File: config.mk
export PLATFORM = sky130hd
export DESIGN_NAME = wb_top
export DESIGN_NICKNAME = d
export VERILOG_FILES = /design/src/hw/wb_pkg.sv /design/src/hw/dispatch.sv /design/src/hw/exec_unit.sv /design/src/hw/inflight_queue.sv /design/src/hw/wb_top.sv /design/src/hw/write_back.sv
export VERILOG_INCLUDE_DIRS = /design/src /design/src/hw
export SDC_FILE = /design/constraint.sdc
export NUM_CORES = 1
export LEC_CHECK = 0
export BUFFER_PORTS_ARGS = -buffer_cell sky130_fd_sc_hd__buf_2
export CORE_ASPECT_RATIO = 0.6
export CORE_UTILIZATION = 54
export CTS_BUF_LIST = sky130_fd_sc_hd__clkbuf_16
export DETAILED_ROUTE_END_ITERATION = 10
export PLACE_DENSITY = 0.77
export SYNTH_ARGS = -nofsm -noshare
export SYNTH_HDL_FRONTEND = slang
export SYNTH_SLANG_ARGS = --single-unit
File: constraint.sdc
create_clock -name clk -period 4.13 [get_ports clk]
set_clock_uncertainty 0.2 [all_clocks]
set_input_delay 0.2065 -clock clk [delete_from_list [all_inputs] [get_ports clk]]
set_output_delay 0.2065 -clock clk [all_outputs]
set_load 0.05 [all_outputs]
File: src/hw/wb_defines.svh
// sizing macros for the completion back end: units, queue depth, data, id, unit and latency widths
`ifndef WB_DEFINES_SVH
`define WB_DEFINES_SVH

// number of execution units behind the dispatcher
`define WB_NUM_UNITS 3

// entries in the age-ordered in-flight queue
`define WB_IQ_DEPTH 4

// operand and result width
`define WB_XLEN 32

// instruction id width, the id counter wraps at 2**WB_ID_WIDTH
`define WB_ID_WIDTH 3

// enough bits to name any one execution unit
`define WB_UNIT_WIDTH 2

// latency field width, a latency of 0 stands for 2**WB_LAT_WIDTH cycles
`define WB_LAT_WIDTH 3

`endif

File: src/hw/wb_pkg.sv
// package wb_pkg: alu operation enum and the packed records passed between back end blocks
`default_nettype none

`include "wb_defines.svh"

package wb_pkg;

    // operations that every execution unit can perform
    typedef enum logic [1:0] {
        op_add = 2'd0,
        op_sub = 2'd1,
        op_xor = 2'd2,
        op_and = 2'd3
    } alu_op_t;

    // one issue request as it arrives at the top level
    typedef struct packed {
        alu_op_t                  op;
        logic [`WB_XLEN-1:0]      operand_a;
        logic [`WB_XLEN-1:0]      operand_b;
        logic [4:0]               rd_addr;
        logic [`WB_LAT_WIDTH-1:0] latency;
    } issue_t;

    // the part of an issue that an execution unit needs to compute and time its result
    typedef struct packed {
        alu_op_t                  op;
        logic [`WB_XLEN-1:0]      operand_a;
        logic [`WB_XLEN-1:0]      operand_b;
        logic [`WB_LAT_WIDTH-1:0] latency;
    } unit_cmd_t;

    // in-flight record: which unit holds the result, the id and the destination
    typedef struct packed {
        logic [`WB_UNIT_WIDTH-1:0] unit_id;
        logic [`WB_ID_WIDTH-1:0]   id;
        logic [4:0]                rd_addr;
    } iq_entry_t;

    // register write presented at retirement
    typedef struct packed {
        logic [`WB_ID_WIDTH-1:0] id;
        logic [4:0]              rd_addr;
        logic [`WB_XLEN-1:0]     rd_data;
    } rf_write_t;

endpackage

`default_nettype wire

File: src/hw/dispatch.sv
// module dispatch: issue acceptance, id allocation, idle unit selection and queue push
`timescale 1ns/1ns
`default_nettype none

`include "wb_defines.svh"

module dispatch (
    input  wire                       clk,
    input  wire                       rst,
    input  wire                       issue_valid,
    input  wire wb_pkg::issue_t       issue,
    input  wire [`WB_NUM_UNITS-1:0]   unit_busy,
    input  wire                       iq_full,
    output logic                      issue_ready,
    output logic [`WB_NUM_UNITS-1:0]  unit_start,
    output wb_pkg::unit_cmd_t         unit_cmd,
    output logic                      iq_push,
    output wb_pkg::iq_entry_t         iq_data
);

    import wb_pkg::*;

    logic [`WB_ID_WIDTH-1:0]   next_id;
    logic [`WB_UNIT_WIDTH-1:0] free_unit;
    logic                      free_found;
    logic                      accept;

    // priority encoder over idle units, scanning downward so the lowest index wins
    always_comb begin
        free_found = 1'b0;
        free_unit  = '0;
        for (int u = `WB_NUM_UNITS - 1; u >= 0; u--) begin
            if (!unit_busy[u]) begin
                free_found = 1'b1;
                free_unit  = `WB_UNIT_WIDTH'(u);
            end
        end
    end

    // the source may only strobe while this level is high
    assign issue_ready = free_found && !iq_full;
    assign accept      = issue_valid && issue_ready;

    // start pulse goes only to the chosen unit
    always_comb begin
        for (int u = 0; u < `WB_NUM_UNITS; u++) begin
            unit_start[u] = accept && (free_unit == `WB_UNIT_WIDTH'(u));
        end
    end

    // the command bus is shared, and the unit that sees start captures it
    assign unit_cmd = unit_cmd_t'{op: issue.op, operand_a: issue.operand_a,
                                  operand_b: issue.operand_b, latency: issue.latency};

    // queue record ties the current id to the unit that will hold the result
    assign iq_push = accept;
    assign iq_data = iq_entry_t'{unit_id: free_unit, id: next_id, rd_addr: issue.rd_addr};

    // ids simply wrap, and the queue never holds more entries than there are ids
    always_ff @(posedge clk) begin
        if (rst) begin
            next_id <= '0;
        end else if (accept) begin
            next_id <= next_id + 1'b1;
        end
    end

    // a strobe while no unit or queue slot is free would be dropped
    a_no_issue_when_stalled: assert property (@(posedge clk) disable iff (rst)
        issue_valid |-> issue_ready)
        else $error("issue strobe while issue_ready is low");

endmodule

`default_nettype wire

File: src/hw/exec_unit.sv
// module exec_unit: multicycle alu that times its latency and holds the result until accepted
`timescale 1ns/1ns
`default_nettype none

`include "wb_defines.svh"

module exec_unit (
    input  wire                       clk,
    input  wire                       rst,
    input  wire                       start,
    input  wire wb_pkg::unit_cmd_t    cmd,
    input  wire                       accepted,
    output logic                      busy,
    output logic                      done,
    output logic [`WB_XLEN-1:0]       result
);

    import wb_pkg::*;

    logic [`WB_LAT_WIDTH-1:0] count;

    // count is loaded with latency minus one, so latency 0 wraps to the full 8 cycles
    // done rises on the edge after count has reached zero
    always_ff @(posedge clk) begin
        if (rst) begin
            busy  <= 1'b0;
            done  <= 1'b0;
            count <= '0;
        end else if (start) begin
            busy  <= 1'b1;
            done  <= 1'b0;
            count <= cmd.latency - 1'b1;
        end else if (accepted) begin
            // the result has been written back, so the unit is free again
            busy <= 1'b0;
            done <= 1'b0;
        end else if (busy && !done) begin
            if (count == '0) begin
                done <= 1'b1;
            end else begin
                count <= count - 1'b1;
            end
        end
    end

    // the value is known at start and simply waits out the latency
    always_ff @(posedge clk) begin
        if (start) begin
            case (cmd.op)
                op_add: result <= cmd.operand_a + cmd.operand_b;
                op_sub: result <= cmd.operand_a - cmd.operand_b;
                op_xor: result <= cmd.operand_a ^ cmd.operand_b;
                op_and: result <= cmd.operand_a & cmd.operand_b;
                default: result <= '0;
            endcase
        end
    end

    // dispatch only starts idle units
    a_no_start_when_busy: assert property (@(posedge clk) disable iff (rst)
        start |-> !busy)
        else $error("start on a busy execution unit");

    // write_back only accepts a result that is there
    a_accept_needs_done: assert property (@(posedge clk) disable iff (rst)
        accepted |-> done)
        else $error("accepted without done on an execution unit");

endmodule

`default_nettype wire

File: src/hw/inflight_queue.sv
// module inflight_queue: compacting age-ordered buffer of in-flight records with per-entry pop
`timescale 1ns/1ns
`default_nettype none

`include "wb_defines.svh"

module inflight_queue (
    input  wire                        clk,
    input  wire                        rst,
    input  wire                        push,
    input  wire wb_pkg::iq_entry_t     push_data,
    input  wire [`WB_IQ_DEPTH-1:0]     pop,
    output logic [`WB_IQ_DEPTH-1:0]    entry_valid,
    output wb_pkg::iq_entry_t          entries [`WB_IQ_DEPTH],
    output logic [`WB_IQ_DEPTH-1:0]    shift_pop,
    output logic                       full
);

    import wb_pkg::*;

    localparam int IDX_W = $clog2(`WB_IQ_DEPTH);

    logic [`WB_IQ_DEPTH-1:0] move_down;
    logic [`WB_IQ_DEPTH-1:0] valid_next;
    iq_entry_t               entries_next [`WB_IQ_DEPTH];
    logic [IDX_W-1:0]        push_slot;
    logic                    slot_found;
    logic                    pop_seen;

    // slot j moves down when there is a pop at or below it
    // shift_pop only counts pops strictly below, which is what write_back corrects for
    always_comb begin
        pop_seen = 1'b0;
        for (int j = 0; j < `WB_IQ_DEPTH; j++) begin
            shift_pop[j] = pop_seen;
            pop_seen     = pop_seen | pop[j];
            move_down[j] = pop_seen;
        end
    end

    // compaction first, then the push lands in the lowest slot left empty
    always_comb begin
        for (int j = 0; j < `WB_IQ_DEPTH - 1; j++) begin
            if (move_down[j]) begin
                valid_next[j]   = entry_valid[j+1];
                entries_next[j] = entries[j+1];
            end else begin
                valid_next[j]   = entry_valid[j];
                entries_next[j] = entries[j];
            end
        end
        // the top slot has nothing above it to pull down
        valid_next[`WB_IQ_DEPTH-1]   = entry_valid[`WB_IQ_DEPTH-1] && !move_down[`WB_IQ_DEPTH-1];
        entries_next[`WB_IQ_DEPTH-1] = entries[`WB_IQ_DEPTH-1];

        push_slot  = '0;
        slot_found = 1'b0;
        for (int j = `WB_IQ_DEPTH - 1; j >= 0; j--) begin
            if (!valid_next[j]) begin
                push_slot  = IDX_W'(j);
                slot_found = 1'b1;
            end
        end
        if (push && slot_found) begin
            valid_next[push_slot]   = 1'b1;
            entries_next[push_slot] = push_data;
        end
    end

    always_ff @(posedge clk) begin
        if (rst) begin
            entry_valid <= '0;
        end else begin
            entry_valid <= valid_next;
        end
    end

    // record payload follows the valid bits and needs no clearing
    always_ff @(posedge clk) begin
        entries <= entries_next;
    end

    assign full = &entry_valid;

    // dispatch must hold off once every slot is taken
    a_no_push_when_full: assert property (@(posedge clk) disable iff (rst)
        push |-> !full)
        else $error("push into a full in-flight queue");

    // write_back pops at most one live entry per cycle
    a_pop_valid_entry: assert property (@(posedge clk) disable iff (rst)
        ((pop & ~entry_valid) == '0) && $onehot0(pop))
        else $error("pop of an invalid entry or of more than one entry");

endmodule

`default_nettype wire

File: src/hw/wb_top.sv
// module wb_top: dispatcher, execution unit array, in-flight queue and write-back stage
`timescale 1ns/1ns
`default_nettype none

`include "wb_defines.svh"

module wb_top (
    input  wire                    clk,
    input  wire                    rst,
    input  wire                    inorder,
    input  wire                    issue_valid,
    input  wire wb_pkg::issue_t    issue,
    output logic                   issue_ready,
    output logic                   wb_valid,
    output wb_pkg::rf_write_t      wb
);

    import wb_pkg::*;

    // per unit signals gathered into arrays so write_back can index them
    logic [`WB_NUM_UNITS-1:0] unit_busy;
    logic [`WB_NUM_UNITS-1:0] unit_done;
    logic [`WB_NUM_UNITS-1:0] unit_start;
    logic [`WB_NUM_UNITS-1:0] unit_accepted;
    logic [`WB_XLEN-1:0]      unit_result [`WB_NUM_UNITS];
    unit_cmd_t                unit_cmd;

    // in-flight queue signals
    logic                    iq_push;
    iq_entry_t               iq_data;
    logic                    iq_full;
    logic [`WB_IQ_DEPTH-1:0] iq_pop;
    logic [`WB_IQ_DEPTH-1:0] iq_valid;
    logic [`WB_IQ_DEPTH-1:0] iq_shift_pop;
    iq_entry_t               iq_entries [`WB_IQ_DEPTH];

    dispatch i_dispatch (
        .clk         (clk),
        .rst         (rst),
        .issue_valid (issue_valid),
        .issue       (issue),
        .unit_busy   (unit_busy),
        .iq_full     (iq_full),
        .issue_ready (issue_ready),
        .unit_start  (unit_start),
        .unit_cmd    (unit_cmd),
        .iq_push     (iq_push),
        .iq_data     (iq_data)
    );

    // every unit sees the same command and captures it only on its own start
    for (genvar g = 0; g < `WB_NUM_UNITS; g++) begin : g_unit
        exec_unit i_exec_unit (
            .clk      (clk),
            .rst      (rst),
            .start    (unit_start[g]),
            .cmd      (unit_cmd),
            .accepted (unit_accepted[g]),
            .busy     (unit_busy[g]),
            .done     (unit_done[g]),
            .result   (unit_result[g])
        );
    end

    inflight_queue i_inflight_queue (
        .clk         (clk),
        .rst         (rst),
        .push        (iq_push),
        .push_data   (iq_data),
        .pop         (iq_pop),
        .entry_valid (iq_valid),
        .entries     (iq_entries),
        .shift_pop   (iq_shift_pop),
        .full        (iq_full)
    );

    write_back i_write_back (
        .clk         (clk),
        .rst         (rst),
        .inorder     (inorder),
        .unit_done   (unit_done),
        .unit_result (unit_result),
        .entry_valid (iq_valid),
        .entries     (iq_entries),
        .shift_pop   (iq_shift_pop),
        .accepted    (unit_accepted),
        .pop         (iq_pop),
        .wb_valid    (wb_valid),
        .wb          (wb)
    );

endmodule

`default_nettype wire

File: src/hw/write_back.sv
// module write_back: oldest-ready selection, unit acceptance, queue pop and register write
`timescale 1ns/1ns
`default_nettype none

`include "wb_defines.svh"

module write_back (
    input  wire                        clk,
    input  wire                        rst,
    input  wire                        inorder,
    input  wire [`WB_NUM_UNITS-1:0]    unit_done,
    input  wire [`WB_XLEN-1:0]         unit_result [`WB_NUM_UNITS],
    input  wire [`WB_IQ_DEPTH-1:0]     entry_valid,
    input  wire wb_pkg::iq_entry_t     entries [`WB_IQ_DEPTH],
    input  wire [`WB_IQ_DEPTH-1:0]     shift_pop,
    output logic [`WB_NUM_UNITS-1:0]   accepted,
    output logic [`WB_IQ_DEPTH-1:0]    pop,
    output logic                       wb_valid,
    output wb_pkg::rf_write_t          wb
);

    import wb_pkg::*;

    localparam int IDX_W = $clog2(`WB_IQ_DEPTH);

    iq_entry_t        sel_entry;
    iq_entry_t        sel_entry_r;
    logic [IDX_W-1:0] sel_index;
    logic [IDX_W-1:0] sel_index_corr;
    logic             sel_found;
    logic             sel_ready;
    logic             pop_matches;

    // scan from the youngest slot down so the last hit is the oldest one
    // the entry popped this cycle is already retiring and is skipped
    // in order mode the oldest live entry is chosen whether or not it is done,
    // which blocks everything younger until it finishes
    always_comb begin
        sel_found = 1'b0;
        sel_index = '0;
        sel_entry = '0;
        for (int i = `WB_IQ_DEPTH - 1; i >= 0; i--) begin
            if (entry_valid[i] && !pop[i] &&
                    (inorder || unit_done[entries[i].unit_id])) begin
                sel_found = 1'b1;
                sel_index = IDX_W'(i);
                sel_entry = entries[i];
            end
        end
    end

    // a selection only retires once its unit has the result
    assign sel_ready = sel_found && unit_done[sel_entry.unit_id];

    // the pop is issued one cycle later, after any pop of this cycle has compacted the queue
    // an older pop moves the selected record one slot toward index 0
    assign sel_index_corr = (sel_found && shift_pop[sel_index]) ? sel_index - 1'b1 : sel_index;

    always_ff @(posedge clk) begin
        if (rst) begin
            wb_valid <= 1'b0;
            accepted <= '0;
            pop      <= '0;
        end else begin
            wb_valid <= sel_ready;
            for (int u = 0; u < `WB_NUM_UNITS; u++) begin
                accepted[u] <= sel_ready && (sel_entry.unit_id == `WB_UNIT_WIDTH'(u));
            end
            for (int i = 0; i < `WB_IQ_DEPTH; i++) begin
                pop[i] <= sel_ready && (sel_index_corr == IDX_W'(i));
            end
        end
    end

    // the record travels with wb_valid and only matters when it is high
    always_ff @(posedge clk) begin
        sel_entry_r <= sel_entry;
    end

    // the unit keeps done and its result through the accepted cycle,
    // so the data can be read straight from the unit that was picked
    always_comb begin
        wb.id      = sel_entry_r.id;
        wb.rd_addr = sel_entry_r.rd_addr;
        wb.rd_data = unit_result[sel_entry_r.unit_id];
    end

    // the popped slot must hold the record of the accepted unit once the queue has compacted
    always_comb begin
        pop_matches = 1'b1;
        for (int i = 0; i < `WB_IQ_DEPTH; i++) begin
            if (pop[i] && !accepted[entries[i].unit_id]) begin
                pop_matches = 1'b0;
            end
        end
    end

    // one retirement per cycle frees one unit and pops the record of that same unit
    a_one_accept: assert property (@(posedge clk) disable iff (rst)
        $onehot0(accepted) && pop_matches)
        else $error("accepted units do not match the popped in-flight record");

endmodule

`default_nettype wire

Word level (Yosys, flattened, before mapping) --
Index checks and enable logic that the tools add are counted.
Word-level totals: flip-flop bits (word level) 176, output and inout bits 42, input bits 78
Operators by class: magnitude comparators 11, multiplexer cells 74, reductions and logical operators 65, eq/ne operators 16, bitwise gates (word level) 8, add/sub/neg operators 8
Operator list (number):
- $pmux W32 S4 | 1
- $mux W10 | 8
- $bmux W32 S2 | 1
- $mux W32 | 2
- $bwmux W40 | 1
- $mux W40 | 1
- $mux W3 | 12
- $add A32 B32 Y32 | 1
- $and A32 B32 Y32 | 1
- $sub A32 B32 Y32 | 1
- $xor A32 B32 Y32 | 1
- $logic_and A1 B1 Y1 | 29
- $mux W1 | 27
- $mux W2 | 12
- $lt A2 B3 Y1 const B | 7
- $demux W10 S2 | 1
- $bmux W1 S2 | 6
- $eq A2 B2 Y1 const B | 6
- $reduce_bool A2 Y1 | 6
- $sub A3 B1 Y3 const B | 4
- $logic_not A1 Y1 | 9
- $logic_not A3 Y1 | 3
- $reduce_and A3 Y1 | 3
- $reduce_or A3 Y1 | 3
- other kinds (17) | 36

Depth between registers and ports, before layout --
Gate-level depths: netlist of the first run.
depth in word-level cells 16, depth in mapped cells 17, gate-level depth less buffers 17

Hierarchy --
From an unflattened synthesis of the first run, not the netlist that was laid out.
Unflattened totals: cells, all modules 2088, area, all modules 18302.6 um2
By module, submodules not included:
- exec_unit at g_unit[0].i_exec_unit ... | area each 4561.9 um2, cells each 519, times used 2, sequential area each 1061.0 um2
- exec_unit at g_unit[2].i_exec_unit | area each 4685.7 um2, cells each 544, times used 1, sequential area each 1061.0 um2
- inflight_queue | area each 1916.8 um2, cells each 169, times used 1, sequential area each 980.9 um2
- write_back | area each 1794.2 um2, cells each 239, times used 1, sequential area each 360.3 um2
- dispatch | area each 782.0 um2, cells each 98, times used 1, sequential area each 60.1 um2

Worst setup path after synthesis of the first run --
No wires, ideal clock.
kind reg2reg, from register i_inflight_queue.entry_valid[1], to register g_unit[0].i_exec_unit.count[1], buffers on the path 0, data required time 3865 ps, setup slack -49 ps, clock period less this slack 4179 ps, stages on the path, launching flop included 6, library setup time 65 ps, arrival time 3914 ps, cells stage by stage dfxtp_1 -> and4_1 -> nor3b_1 -> inv_1 -> mux2_2 -> nor2_1
Between the ends: longest elaborated chain between the ends 7, elaborated cells on any way between the ends 10
RTL lines:
- start, declared | line inflight_queue.sv:13 | output logic [`WB_IQ_DEPTH-1:0] entry_valid,
- start signal, assigned | line inflight_queue.sv:74 | entry_valid <= valid_next;
- $reduce_and A4 Y1 * | line inflight_queue.sv:83 | assign full = &entry_valid;
- $logic_not A1 Y1 * | line dispatch.sv:41 | assign issue_ready = free_found && !iq_full;
- $logic_and A1 B1 Y1 * | line dispatch.sv:41
- $logic_and A1 B1 Y1 * | line dispatch.sv:42 | assign accept = issue_valid && issue_ready;
- $logic_and A1 B1 Y1 * | line dispatch.sv:47 | unit_start[u] = accept && (free_unit == `WB_UNIT_WIDTH'(u));
- named net g_unit[0].i_exec_unit.start | line exec_unit.sv:10 | input wire start,
- $ne A2 B2 Y1 (no source line) (tied with other cells)
- $reduce_and A3 Y1 (no source line)
- end signal, assigned | line exec_unit.sv:32 | count <= cmd.latency - 1'b1;
- end signal, assigned | line exec_unit.sv:41 | count <= count - 1'b1;
- end, declared | line exec_unit.sv:20 | logic [`WB_LAT_WIDTH-1:0] count;
The timed path passes the listed nets; every way through them passes the cells marked *. A chain may end at the register's enable or synchronous reset.

Worst setup path in the final report of the first run --
from input port issue[17] in the netlist's numbering, to register g_unit[1].i_exec_unit.result[24] (data pin)
Between the ends: longest elaborated chain between the ends 2, elaborated cells on any way between the ends 3
RTL lines:
- start, declared | line wb_top.sv:12 | input wire wb_pkg::issue_t issue,
- $sub A32 B32 Y32 or $add A32 B32 Y32 (tied branches) | line exec_unit.sv:51, exec_unit.sv:50
- $pmux W32 S4 * | line exec_unit.sv:49 | case (cmd.op)
- end signal, assigned | line exec_unit.sv:50 | op_add: result <= cmd.operand_a + cmd.operand_b;
- end signal, assigned | line exec_unit.sv:51 | op_sub: result <= cmd.operand_a - cmd.operand_b;
- end signal, assigned | line exec_unit.sv:52 | op_xor: result <= cmd.operand_a ^ cmd.operand_b;
- end, declared | line exec_unit.sv:15 | output logic [`WB_XLEN-1:0] result
Mark *: on every way between the ends. The rest lies on a longest branch, timed or not.

==> metrics.md, run 1 <==
| Metric | Value |
|---|---|
| Finished layout cell area | 0.0127 mm2 |
| Cell Area, Synth | 0.0107 mm2 |
| Sequential share of power | 39.3% |
| Sequential fraction of the synthesis area | 43.0% |
| Final setup viols | 0 |
| IO Count | 120 |
| Clock latency on the worst-skew pair | 0.43 ns |
| Kind of critical path | in2reg |
| FP Rows | 39 |
| Critical Path Sink Type | flip-flop |
| Clk sinks | 176 |
| EDFF count, synth | 106 |
| Port bufs | 119 |
| Design Power | 5.57 mW |
| Largest net degree at the start of global routing | 56 |
| Peak supply drop | 298 uV |
| Worst Hold End | g_unit[0].i_exec_unit.result[0] |
| Switching Share | 33.4% |
| H-tree Lvls | 4 |
| R2r worst-path depth | 8 |
| First-pass GRT wire length | 44.6 mm |
| Power per cell area | 439 mW/mm2 |
| Syn Area/Cell | 9.91 um2 |
| Cell count after synthesis | 1,075 |
| Share of cells above drive strength 1 | 21.5% |
| Vias in the first global route | 7,871 |
| Starting density of the core | 55.5% |
| Cell at the root of the clock tree | clkbuf_16 |
| Max-slew headroom | 34.2% |
| Final ANT Viol Nets | 0 |
| Leading cell type in the layout, fill and taps excluded | buf_2 |
| Post-DP Area | 0.0119 mm2 |
| Initial DRC Count | 810 |
| Max Freq | 252 MHz |
| Int Power | 3.71 mW |
| Filler cells | 1,529 |
| Share of flip-flops with an asynchronous set or reset | 0% |
| Wire per inst | 18.6 um |
| Run status | completed |
| Final net count | 1,396 |
| Total gr overflow | 0 |
| Clk buf depth | 2 |
| CORE AREA | 0.0192 mm2 |
| Critical Path AT | 3.98 ns |
| Ys flop type | edfxtp_1 |
| Synth-to-layout area growth | 19.2% |
| CTS tree | yes |
| Initial antenna violation count | 1 |
| Chip width | 183 um |
| Max-slew violations | 0 |
| Syn nets | 1,226 |
| # DRC | 0 |
| Net Sw Power | 1.86 mW |
| Post-DP HPWL | 21.1 mm |
| Num CTS Buffers | 17 |
| Hold Path Cell Cnt | 4 |
| Library cells used by synthesis | 71 |
| Max FO, Critical Path | 3 |
| Die height | 111 um |
| FF+latch count, synth | 176 |
| Commonest non-fill, non-tap cells in the layout | buf_2, edfxtp_1, a21oi_1 |
| 1st-pass router iterations | 5 |
| Internal reg-to-reg setup slack | 1.27 ns |
| Worst min path class | in2reg |
| Max-cap viol count | 0 |
| Minimum clock period | 3.96 ns |
| Clk network pwr share | 31.5% |
| Period utilisation layout | 95.9% |
| Setup TNS | 0 ns |
| R2r startpoint | i_inflight_queue.entries[18] |
| Final RePlAce weighted congestion | 0.991 |
| Final hold violations | 0 |
| Clock transition at path regs | 0.07 ns |
| Die Footprint | 0.0203 mm2 |
| Leakage | 5.34 nW |
| DR vias | 8,703 |
| Tot GR Track Use | 28.7% |
| Hold Path Origin | issue[40] |
| R2R Path End | i_write_back.pop[0] |
| Synth warn | 0 |
| Vias/cell | 5.71 |
| Power share of the combinational group | 29.2% |
| Startpoint Class | input port |
| Required time of the worst setup path | 4.15 ns |
| Worst-Margin Slew | 0.983 ns |
| Post-Route WL | 28.3 mm |
[worst max-delay path by stage]
stage | start | end | slack, ns | depth (start not counted)
2_1_floorplan | issue[17] | g_unit[0].i_exec_unit.result[31] | 0.22 | 14
3_3_place_gp | issue[17] | g_unit[1].i_exec_unit.result[26] | -0.08 | 16
3_5_place_dp | issue[17] | g_unit[2].i_exec_unit.result[26] | -0.21 | 16
4_1_cts | issue[17] | g_unit[0].i_exec_unit.result[26] | 0.23 | 16
5_1_grt | issue[17] | g_unit[0].i_exec_unit.result[24] | -0.02 | 17
6_report | issue[17] | g_unit[1].i_exec_unit.result[24] | 0.17 | 17
[cells by family after synthesis]
logic type	count (synthesis)	share of synthesized area [%]
flip-flops	176	43.0
AND/OR/NAND/NOR	294	13.6
buffers and inverters	90	3.48
AO/OA/AOI/OAI	275	15.9
XOR/XNOR	60	5.00
adder cells (fa/ha/maj)	73	8.64
multiplexers	107	10.3
[synth_stat cells (3+ instances only)]
| library cell | n | area [um2] |
|---|---|---|
| edfxtp_1 | 106 | 3180 |
| a21oi_1 | 101 | 505 |
| nand2_1 | 98 | 368 |
| mux2i_1 | 91 | 911 |
| nor2_1 | 87 | 327 |
| ha_1 | 72 | 901 |
| dfxtp_1 | 70 | 1400 |
| o21ai_0 | 69 | 345 |
| xnor2_1 | 44 | 385 |
| inv_1 | 38 | 143 |
| clkbuf_1 | 37 | 139 |
| nand2b_1 | 18 | 113 |
| nor3_1 | 18 | 90.1 |
| nor2b_1 | 16 | 100 |
| mux2_2 | 15 | 169 |
| xor2_1 | 15 | 131 |
| o211ai_1 | 14 | 105 |
| a211oi_1 | 12 | 90.1 |
| a21o_1 | 11 | 82.6 |
| a31oi_1 | 10 | 62.6 |
| a22oi_1 | 8 | 60.1 |
| buf_4 | 8 | 60.1 |
| nand3b_1 | 8 | 60.1 |
| and3_1 | 7 | 43.8 |
| nand3_1 | 7 | 35.0 |
| buf_1 | 5 | 18.8 |
| nor4_1 | 5 | 31.3 |
| o21a_1 | 5 | 37.5 |
| o22ai_1 | 5 | 31.3 |
| o31ai_1 | 5 | 37.5 |
| a211o_1 | 4 | 35.0 |
| nor3b_1 | 4 | 30.0 |
| or3_1 | 4 | 25.0 |
| a311oi_1 | 3 | 26.3 |
| and2_1 | 3 | 18.8 |
| o2111ai_1 | 3 | 26.3 |
| o21bai_1 | 3 | 22.5 |
| or4_4 | 3 | 33.8 |
[through the flow]
stage          std cells  worst slack (ns)  util, %  hold WS [ns]
2_1_floorplan       1075             0.222        -        0.0852
3_3_place_gp        1482           -0.0757     62.2         0.208
3_5_place_dp        1482            -0.213     62.2         0.204
4_1_cts             1523             0.233     66.1         0.100
5_1_grt             1524           -0.0228     66.2         0.159
6_report            1525             0.169     66.2         0.121
[cell type report]
type                       count  area (um2)  area share, %
tap                          266         333           2.62
clock inverter                15         223           1.75
inverter                      38         143           1.12
sequential                   176        4590           36.1
timing repair buffer         203        1250           9.83
antenna                        1        2.50         0.0197
multi-input combinational    809        5740           45.2
clock buffer                  17         425           3.35
[worst max-delay path, stage by stage]
cell      delay, ns
buf_2          0.11
or4_4          0.55
nor4_4         0.21
buf_4          0.18
nand3b_2       0.09
o41ai_1        0.32
xor2_1         0.19
ha_1           0.26
buf_4          0.15
nand2_1        0.05
o21ai_0        0.11
o41ai_1        0.41
o21ai_0        0.19
a21o_1         0.22
o41a_1         0.33
xnor2_1        0.13
o21ai_0        0.27
[power by group through the flow]
stage | Combinational [mW] | Clock (mW) | Sequential [mW]
after floorplan | 1.11 | 0 | 2.19
after global placement | 1.56 | 0 | 2.22
after detailed placement | 1.59 | 0 | 2.22
after CTS | 1.60 | 1.77 | 2.18
after global routing | 1.77 | 1.84 | 2.21
final | 1.63 | 1.75 | 2.19
[registers in the layout, indices dropped and copies added, names as in the netlist, named ones only]
| name | flops |
|---|---|
| i_write_back.sel_entry_r | 2 |
| i_write_back.accepted | 3 |
| g_unit.i_exec_unit.count | 9 |
| i_write_back.wb_valid | 1 |
| i_write_back.wb | 8 |
| i_dispatch.next_id | 3 |
| g_unit.i_exec_unit.busy | 3 |
| i_inflight_queue.entries | 30 |
| i_write_back.pop | 4 |
| g_unit.i_exec_unit.result | 96 |
| g_unit.i_exec_unit.done | 3 |
| i_inflight_queue.entry_valid | 4 |
[repair_timing]
item                       4_1_cts  5_1_grt
gates resized for setup          0        4
hold endpoints to repair        30        0
setup endpoints to repair        0        9
setup buffers                    0        1
hold buffers                     9        0
[layer usage]
metal,part of all wire [%],vias up,track usage (%)
li1,-,4274,-
met1,52,4079,46.3
met2,37,328,35.9
met3,9.8,20,10.3
met4,0.86,2,4.39
met5,0.046,-,0
No activity file was read; power rests on OpenSTA's default activity.
==> inputs of run 2 (changes only) <==
==> constraint.sdc (replaced) <==
create_clock -name clk -period 4.13 [get_ports clk]
set_clock_uncertainty 0.2 [all_clocks]
set_input_delay 0.413 -clock clk [delete_from_list [all_inputs] [get_ports clk]]
set_output_delay 0.413 -clock clk [all_outputs]
set_load 0.05 [all_outputs]
==> run 2 against run 1 <==
Effect of this change:
- via count increased by 2.3%
- critical path depth increased by 1
- flip-flop and latch count unchanged
- register-to-register slack got worse by 0.08 ns
- cell area increased by 1.7%
- setup slack got worse by 0.12 ns
- global-route usage increased by 0.23 points
- wire length increased by 2.5%
- non-clock buffer count increased by 25
- critical path type unchanged
==> metrics.md, run 2 (synthesized netlist as in run 1, its figures left out) <==
| Metric | Value |
|---|---|
| Synth-to-layout area growth | 21.3% |
| Final RePlAce weighted congestion | 1.02 (+2.7%) |
| Max Freq | 245 MHz (-3.0%) |
| Chip width | 183 um (unchanged) |
| Vias/cell | 5.73 (+0.42%) |
| Required time of the worst setup path | 4.12 ns (-0.03 ns) |
| RSZ-0062 raised after global routing | yes |
| Max-cap viol count | 0 (unchanged) |
| # DRC | 0 (unchanged) |
| Port bufs | 119 (unchanged) |
| CTS tree | yes |
| FP Rows | 39 (unchanged) |
| Power per cell area | 414 mW/mm2 (-5.7%) |
| Clk sinks | 176 (unchanged) |
| Post-Route WL | 29.0 mm (+2.5%) |
| Register Area | 0.00459 mm2 (unchanged) |
| Grt met2 use | 37.2% (+1.3 points) |
| Die height | 111 um (unchanged) |
| Max-slew violations | 0 (unchanged) |
| Design Power | 5.35 mW (-4.0%) |
| Final net count | 1,421 (+1.8%) |
| 1st-pass router iterations | 5 (unchanged) |
| GR peak layer | met1 |
| Max FO, Critical Path | 3 (unchanged) |
| Startpoint Class | input port |
| Starting density of the core | 55.5% (unchanged) |
| Vias in the first global route | 8,264 (+5.0%) |
| Critical Path AT | 4.07 ns (+0.09 ns) |
| Commonest non-fill, non-tap cells in the layout | buf_2, edfxtp_1, buf_4 |
| Die Footprint | 0.0203 mm2 (unchanged) |
| Period utilisation layout | 98.9% (+3.0 points) |
| Cell at the root of the clock tree | clkbuf_16 |
| Kind of critical path | in2reg |
| Peak supply drop | 294 uV (-1.5%) |
| Initial DRC Count | 903 (+11%) |
| Final setup viols | 0 (unchanged) |
| Share of cells above drive strength 1 | 25.1% (+3.6 points) |
| Critical Path Sink Type | flip-flop |
| Minimum clock period | 4.08 ns (+0.124 ns) |
| Met1 GRT Util | 45.9% (-0.42 points) |
| Post-DP HPWL | 21.5 mm (+2.1%) |
| Combined area of the multi-input logic cells | 0.00588 mm2 (+2.4%) |
| Met3 Track Usage GR | 9.33% (-0.95 points) |
| Run status | completed |
| Leakage | 5.50 nW (+2.9%) |
| Setup TNS | 0 ns (unchanged) |
| Clock transition at path regs | 0.07 ns (about the same) |
| CORE AREA | 0.0192 mm2 (unchanged) |
| Worst-Margin Slew | 0.951 ns (-0.0325 ns) |
| First-pass GRT wire length | 44.8 mm (+0.43%) |
| Total gr overflow | 0 (unchanged) |
| DR vias | 8,900 (+2.3%) |
| Wire per inst | 18.7 um (+0.61%) |
| Leading cell type in the layout, fill and taps excluded | buf_2 |
| Initial antenna violation count | 4 (+3) |
| Final core utilization | 67.4% (+1.1 points) |
| Largest registers | g_unit.i_exec_unit.result: 96 flops, i_inflight_queue.entries: 30 flops, g_unit.i_exec_unit.count: 9 flops |
| Final hold violations | 0 (unchanged) |
| Most flops, register | g_unit.i_exec_unit.result |
| IO Count | 120 (unchanged) |
| Clock latency on the worst-skew pair | 0.43 ns (about the same) |
| Number of flip-flops in the largest register | 96 (unchanged) |
| H-tree Lvls | 4 (unchanged) |
| Largest net degree at the start of global routing | 56 (unchanged) |
| Clk buf depth | 2 (unchanged) |
| Tot GR Track Use | 28.9% (+0.23 points) |
| Worst min path class | in2reg |
| Max-slew headroom | 36.4% (+2.2 points) |
| Num CTS Buffers | 17 (unchanged) |
| Final ANT Viol Nets | 0 (unchanged) |
| Filler cells | 1,521 (-0.52%) |
[run 2: cell count changes in the layout (fill, tap and decap cells not counted), moves of 3 or more]
cell | before | now
buf_4 | 75 | 102
o21ai_0 | 68 | 60
o21ai_2 | 1 | 7
a21oi_1 | 101 | 96
a21oi_2 | 0 | 5
buf_6 | 0 | 5
dlygate4sd3_1 | 9 | 4
inv_6 | 7 | 2
bufinv_16 | 4 | 0
clkinv_4 | 0 | 3
diode_2 | 1 | 4
inv_1 | 38 | 41
inv_4 | 0 | 3
nor2_1 | 87 | 84
[run 2: worst paths after layout]
kind,cells past startpoint,from,endpoint,slack (ns)
max,18,issue[17],g_unit[1].i_exec_unit.result[27],0.05
min,1,issue[7],flip-flop,0.03
max reg2reg,8,i_inflight_queue.entries[18],i_write_back.pop[0],1.19
min reg2reg,1,i_write_back.accepted[2],g_unit[2].i_exec_unit.done,0.23
[run 2: critical path: stages]
cell and delay [ns]:
buf_6 0.09, or4_4 0.54, nor4_4 0.27, buf_4 0.19, nand3b_1 0.14, o31ai_2 0.28, xor2_1 0.20, ha_1 0.29
a21oi_2 0.19, o21ai_2 0.08, a221oi_2 0.27, buf_4 0.17, o21a_1 0.13, o31ai_2 0.07, a211o_1 0.34, xnor2_1 0.16
o21ai_1 0.07, buf_4 0.17
[run 2: per-layer routing]
| metal | share of wire (%) | vias to the layer above |
|---|---|---|
| met5 | 0 | - |
| met4 | 1.1 | 0 |
| met3 | 9.5 | 20 |
| met2 | 38 | 353 |
| met1 | 52 | 4197 |
| li1 | - | 4330 |
[run 2: area by class of cell]
cell class,count,share of cell area [%]
antenna,4,0.0775
sequential,176,35.5
multi-input combinational,809,45.5
inverter,38,1.10
timing repair buffer,228,11.2
clock inverter,15,0.755
clock buffer,17,3.29
tap,266,2.58
[run 2: what timing repair did]
action	in CTS	in global routing
endpoints found under the hold margin	3	1
hold buffers	3	1
setup buffers	0	4
setup endpoints to repair	0	30
resized for setup	0	46
[run 2: through the flow]
step,cells,cell area [um2],hold slack (ns),setup slack (ns)
finish,1553,12900,0.0269,0.0453
detailed placement,1509,12100,0.216,-0.384
CTS,1544,12700,0.000639,0.0550
global route,1553,12900,0.00311,-0.128
global placement,1509,12100,0.203,-0.234
floorplan,1075,10700,0.190,0.0156
[run 2: power breakdown]
part | switching, mW | leakage [nW] | total (mW) | internal [mW]
Combinational | 1.07 | 3.66 | 1.72 | 0.644
Sequential | 0.103 | 1.56 | 2.19 | 2.08
Clock | 0.676 | 0.276 | 1.44 | 0.768
Total | 1.85 | 5.50 | 5.35 | 3.50
==> inputs of run 3 (changes only) <==
Settings changed: ABC_AREA from default to 1.
==> run 3 against run 2 <==
Effect of this change:
- total power is 6.0% higher
- wire length increased by 16%
- sequential share of layout area grew 0.47 points
- first-iteration DRC count is 32% higher
- critical path type unchanged
- largest power group unchanged
==> metrics.md, run 3 <==
| Metric | Value |
|---|---|
| Clk sinks | 176 (unchanged) |
| Post-Route WL | 33.8 mm (+16%) |
| Design Power | 5.67 mW (+6.0%) |
| Hold Path Origin | rst |
| Worst min path class | in2reg |
| R2r startpoint | i_write_back.pop[0] |
| Port bufs | 119 (unchanged) |
| Worst-Margin Slew | 0.942 ns (-0.00847 ns) |
| # DRC | 0 (unchanged) |
| Most flops, register | g_unit.i_exec_unit.result |
| Slack of the critical path | 0.417 ns (+0.372 ns) |
| Cell at the root of the clock tree | clkbuf_16 |
| CTS tree | yes |
| Run status | completed |
| Clk buf depth | 2 (unchanged) |
| Slowest CP cell | ha_1 |
| Dominant cells by area after synthesis | edfxtp_1, dfxtp_1, nand2_1, ha_1, nor2_1 |
| Largest registers | g_unit.i_exec_unit.result: 96 flops, i_inflight_queue.entries: 30 flops, g_unit.i_exec_unit.count: 9 flops |
| Startpoint Class | input port |
| FF+latch count, synth | 176 (unchanged) |
| Synth cell count leaders | nand2_1, nor2_1, inv_1 |
| Worst hold margin | 0.159 ns (+0.132 ns) |
| Max-slew headroom | 37.1% (+0.71 points) |
| Filler cells | 1,768 (+16%) |
| Starting density of the core | 55.6% (+0.071 points) |
| CORE AREA | 0.0202 mm2 (+5.2%) |
| Chip width | 188 um (+2.6%) |
| Share of the synthesized area in the top cell type | 28.4% (-1.5 points) |
| Peak supply drop | 277 uV (-5.6%) |
| Synth-to-layout area growth | 13.7% |
| DR vias | 10,500 (+18%) |
| Worst slack at placement | 0.120 ns (+0.503 ns) |
| Power per cell area | 445 mW/mm2 (+7.5%) |
| Final RePlAce weighted congestion | 0.990 (-2.8%) |
| Initial DRC Count | 1,194 (+32%) |
| Tot GR Track Use | 31.7% (+2.8 points) |
| Most used cell, CP | inv_1 |
| Die height | 114 um (+2.6%) |
| Finished layout cell area | 0.0128 mm2 (-1.3%) |
| Die Footprint | 0.0214 mm2 (+5.2%) |
| Library cells used by synthesis | 58 (-18%) |
| Share of flip-flops with an asynchronous set or reset | 0% (unchanged) |
| Syn Area/Cell | 7.84 um2 (-21%) |
| Sequential fraction of the synthesis area | 40.9% (-2.2 points) |
| Clock latency on the worst-skew pair | 0.44 ns (about the same) |
| Final core utilization | 63.2% (-4.2 points) |
| RSZ-0062 raised after global routing | no |
| First-pass GRT wire length | 51.5 mm (+15%) |
| Max FO, Critical Path | 4 (+1) |
| Leakage | 5.64 nW (+2.6%) |
| Commonest non-fill, non-tap cells in the layout | nand2_1, nor2_1, inv_1 |
| Post-DP Area | 0.0121 mm2 (-0.32%) |
| Critical Path AT | 3.63 ns (-0.44 ns) |
| Critical Path Sink Type | flip-flop |
| Cell Area, Synth | 0.0112 mm2 (+5.3%) |
| Final setup viols | 0 (unchanged) |
| Post-synth top area cell | edfxtp_1 |
| Synth warn | 0 (unchanged) |
| Cell chain of the critical path | buf_2, inv_1, ha_1, nand3_1, nor3_2, nand3_1, inv_1, nand2_2, nor3_2, nand2_1, o21ai_1, xor2_1, ha_1, inv_1, nor3_1, inv_1, nor3_1, inv_1, nor2_1, nor2_1, nand2_1, nand2_1, nand3_1, nand3_1 |
| Setup TNS | 0 ns (unchanged) |
| Clock transition at path regs | 0.07 ns (about the same) |
| Initial antenna violation count | 0 (-4) |
| Ys flop type | edfxtp_1 |
| Max-slew violations | 0 (unchanged) |
| Crit path from | issue[9] |
| Leading cell type in the layout, fill and taps excluded | nand2_1 |
| Vias in the first global route | 9,277 (+12%) |
| Final net count | 1,699 (+20%) |
| Max-cap viol count | 0 (unchanged) |
| Total gr overflow | 0 (unchanged) |
| Post-DP HPWL | 25.6 mm (+19%) |
| Buf+Inv Stages, Crit Path | 6 (+2) |
| Minimum clock period | 3.71 ns (-0.372 ns) |
| H-tree Lvls | 4 (unchanged) |
| CP top delay family | simple AND/OR/NAND/NOR gates |
| Cells after DPL | 1,797 (+19%) |
| Internal reg-to-reg setup slack | 0.88 ns (-0.31 ns) |
| Syn nets | 1,582 (+29%) |
| IO Count | 120 (unchanged) |
| PostCTS Resize Cnt | 0 (unchanged) |
| Required time of the worst setup path | 4.05 ns (-0.07 ns) |
| Largest net degree at the start of global routing | 44 (-21%) |
| Max Freq | 269 MHz (+10%) |
| 1st-pass router iterations | 6 (+1) |
| Final hold violations | 0 (unchanged) |
| CP peak stage delay | 0.41 ns (-0.13 ns) |
| FP Rows | 40 (+2.6%) |
| EDFF count, synth | 106 (unchanged) |
| Share of cells above drive strength 1 | 15.4% (-9.7 points) |
| Count leader, synth | nand2_1 |
| Number of flip-flops in the largest register | 96 (unchanged) |
| Num CTS Buffers | 17 (unchanged) |
| Final Non-Filler Cells | 1,835 (+18%) |
| Period utilisation layout | 89.9% (-9.0 points) |
| Vias/cell | 5.73 (about the same) |
| Cell count after synthesis | 1,431 (+33%) |
| Kind of critical path | in2reg |
| Wire per inst | 18.4 um (-1.5%) |
| Final ANT Viol Nets | 0 (unchanged) |
==> run 3: cell count changes after synthesis, sizes merged, moves of 31 or more <==
cell	before	now
nand2	98	300
a21oi	101	70
nor2	87	188
o21ai	70	112
xnor2	45	13
nand3	8	123
mux2i	91	1
inv	38	162
==> run 3: cells by family (layout without fill, tap and decap cells) <==
kind of cell / count (synthesis) / count (layout) / share of synthesized area (%)
AO/OA/AOI/OAI: 267 / 267 / 14.2
buffers and inverters: 216 / 346 / 7.87
flip-flops: 176 / 176 / 40.9
adder cells (fa/ha/maj): 73 / 73 / 8.21
multiplexers: 1 / 1 / 0.0892
XOR/XNOR: 38 / 38 / 2.97
AND/OR/NAND/NOR: 660 / 660 / 25.8
other: 0 / 1 / 0
==> run 3: layout make-up <==
class | instances | area, um2 | share of cell area (%)
Antenna cell | 1 | 2.50 | 0.0196
Clock buffer | 19 | 475 | 3.73
Clock inverter | 13 | 123 | 0.962
Inverter | 163 | 617 | 4.84
Multi-Input combinational cell | 1039 | 5760 | 45.2
Sequential cell | 176 | 4590 | 36.0
Tap cell | 273 | 342 | 2.68
Timing Repair Buffer | 151 | 848 | 6.65
==> run 3: layer usage <==
layer / up-vias / global-route usage (%) / routed length [um]
met5: - / 0 / 0
met4: 0 / 5.75 / 221
met3: 18 / 10.6 / 4590
met2: 609 / 40.7 / 12400
met1: 4834 / 50.4 / 16500
li1: 5059 / - / -
==> run 3: worst paths after layout <==
check                                     end  depth (start not counted)
min                  i_write_back.accepted[2]                          2
max          g_unit[1].i_exec_unit.result[30]                         24
max reg2reg      i_inflight_queue.entries[25]                         10
min reg2reg        g_unit[0].i_exec_unit.done                          1
==> run 3: repair_timing <==
item                                   in CTS  in global routing
buffers inserted                            0                  0
hold buffers                                5                  0
endpoints found under the hold margin       5                  0
==> run 3: where the power goes <==
group | total (mW) | internal (mW) | switching, mW
clock network | 1.63 | 0.913 | 0.721
logic | 1.84 | 0.525 | 1.32
registers | 2.19 | 2.09 | 0.108
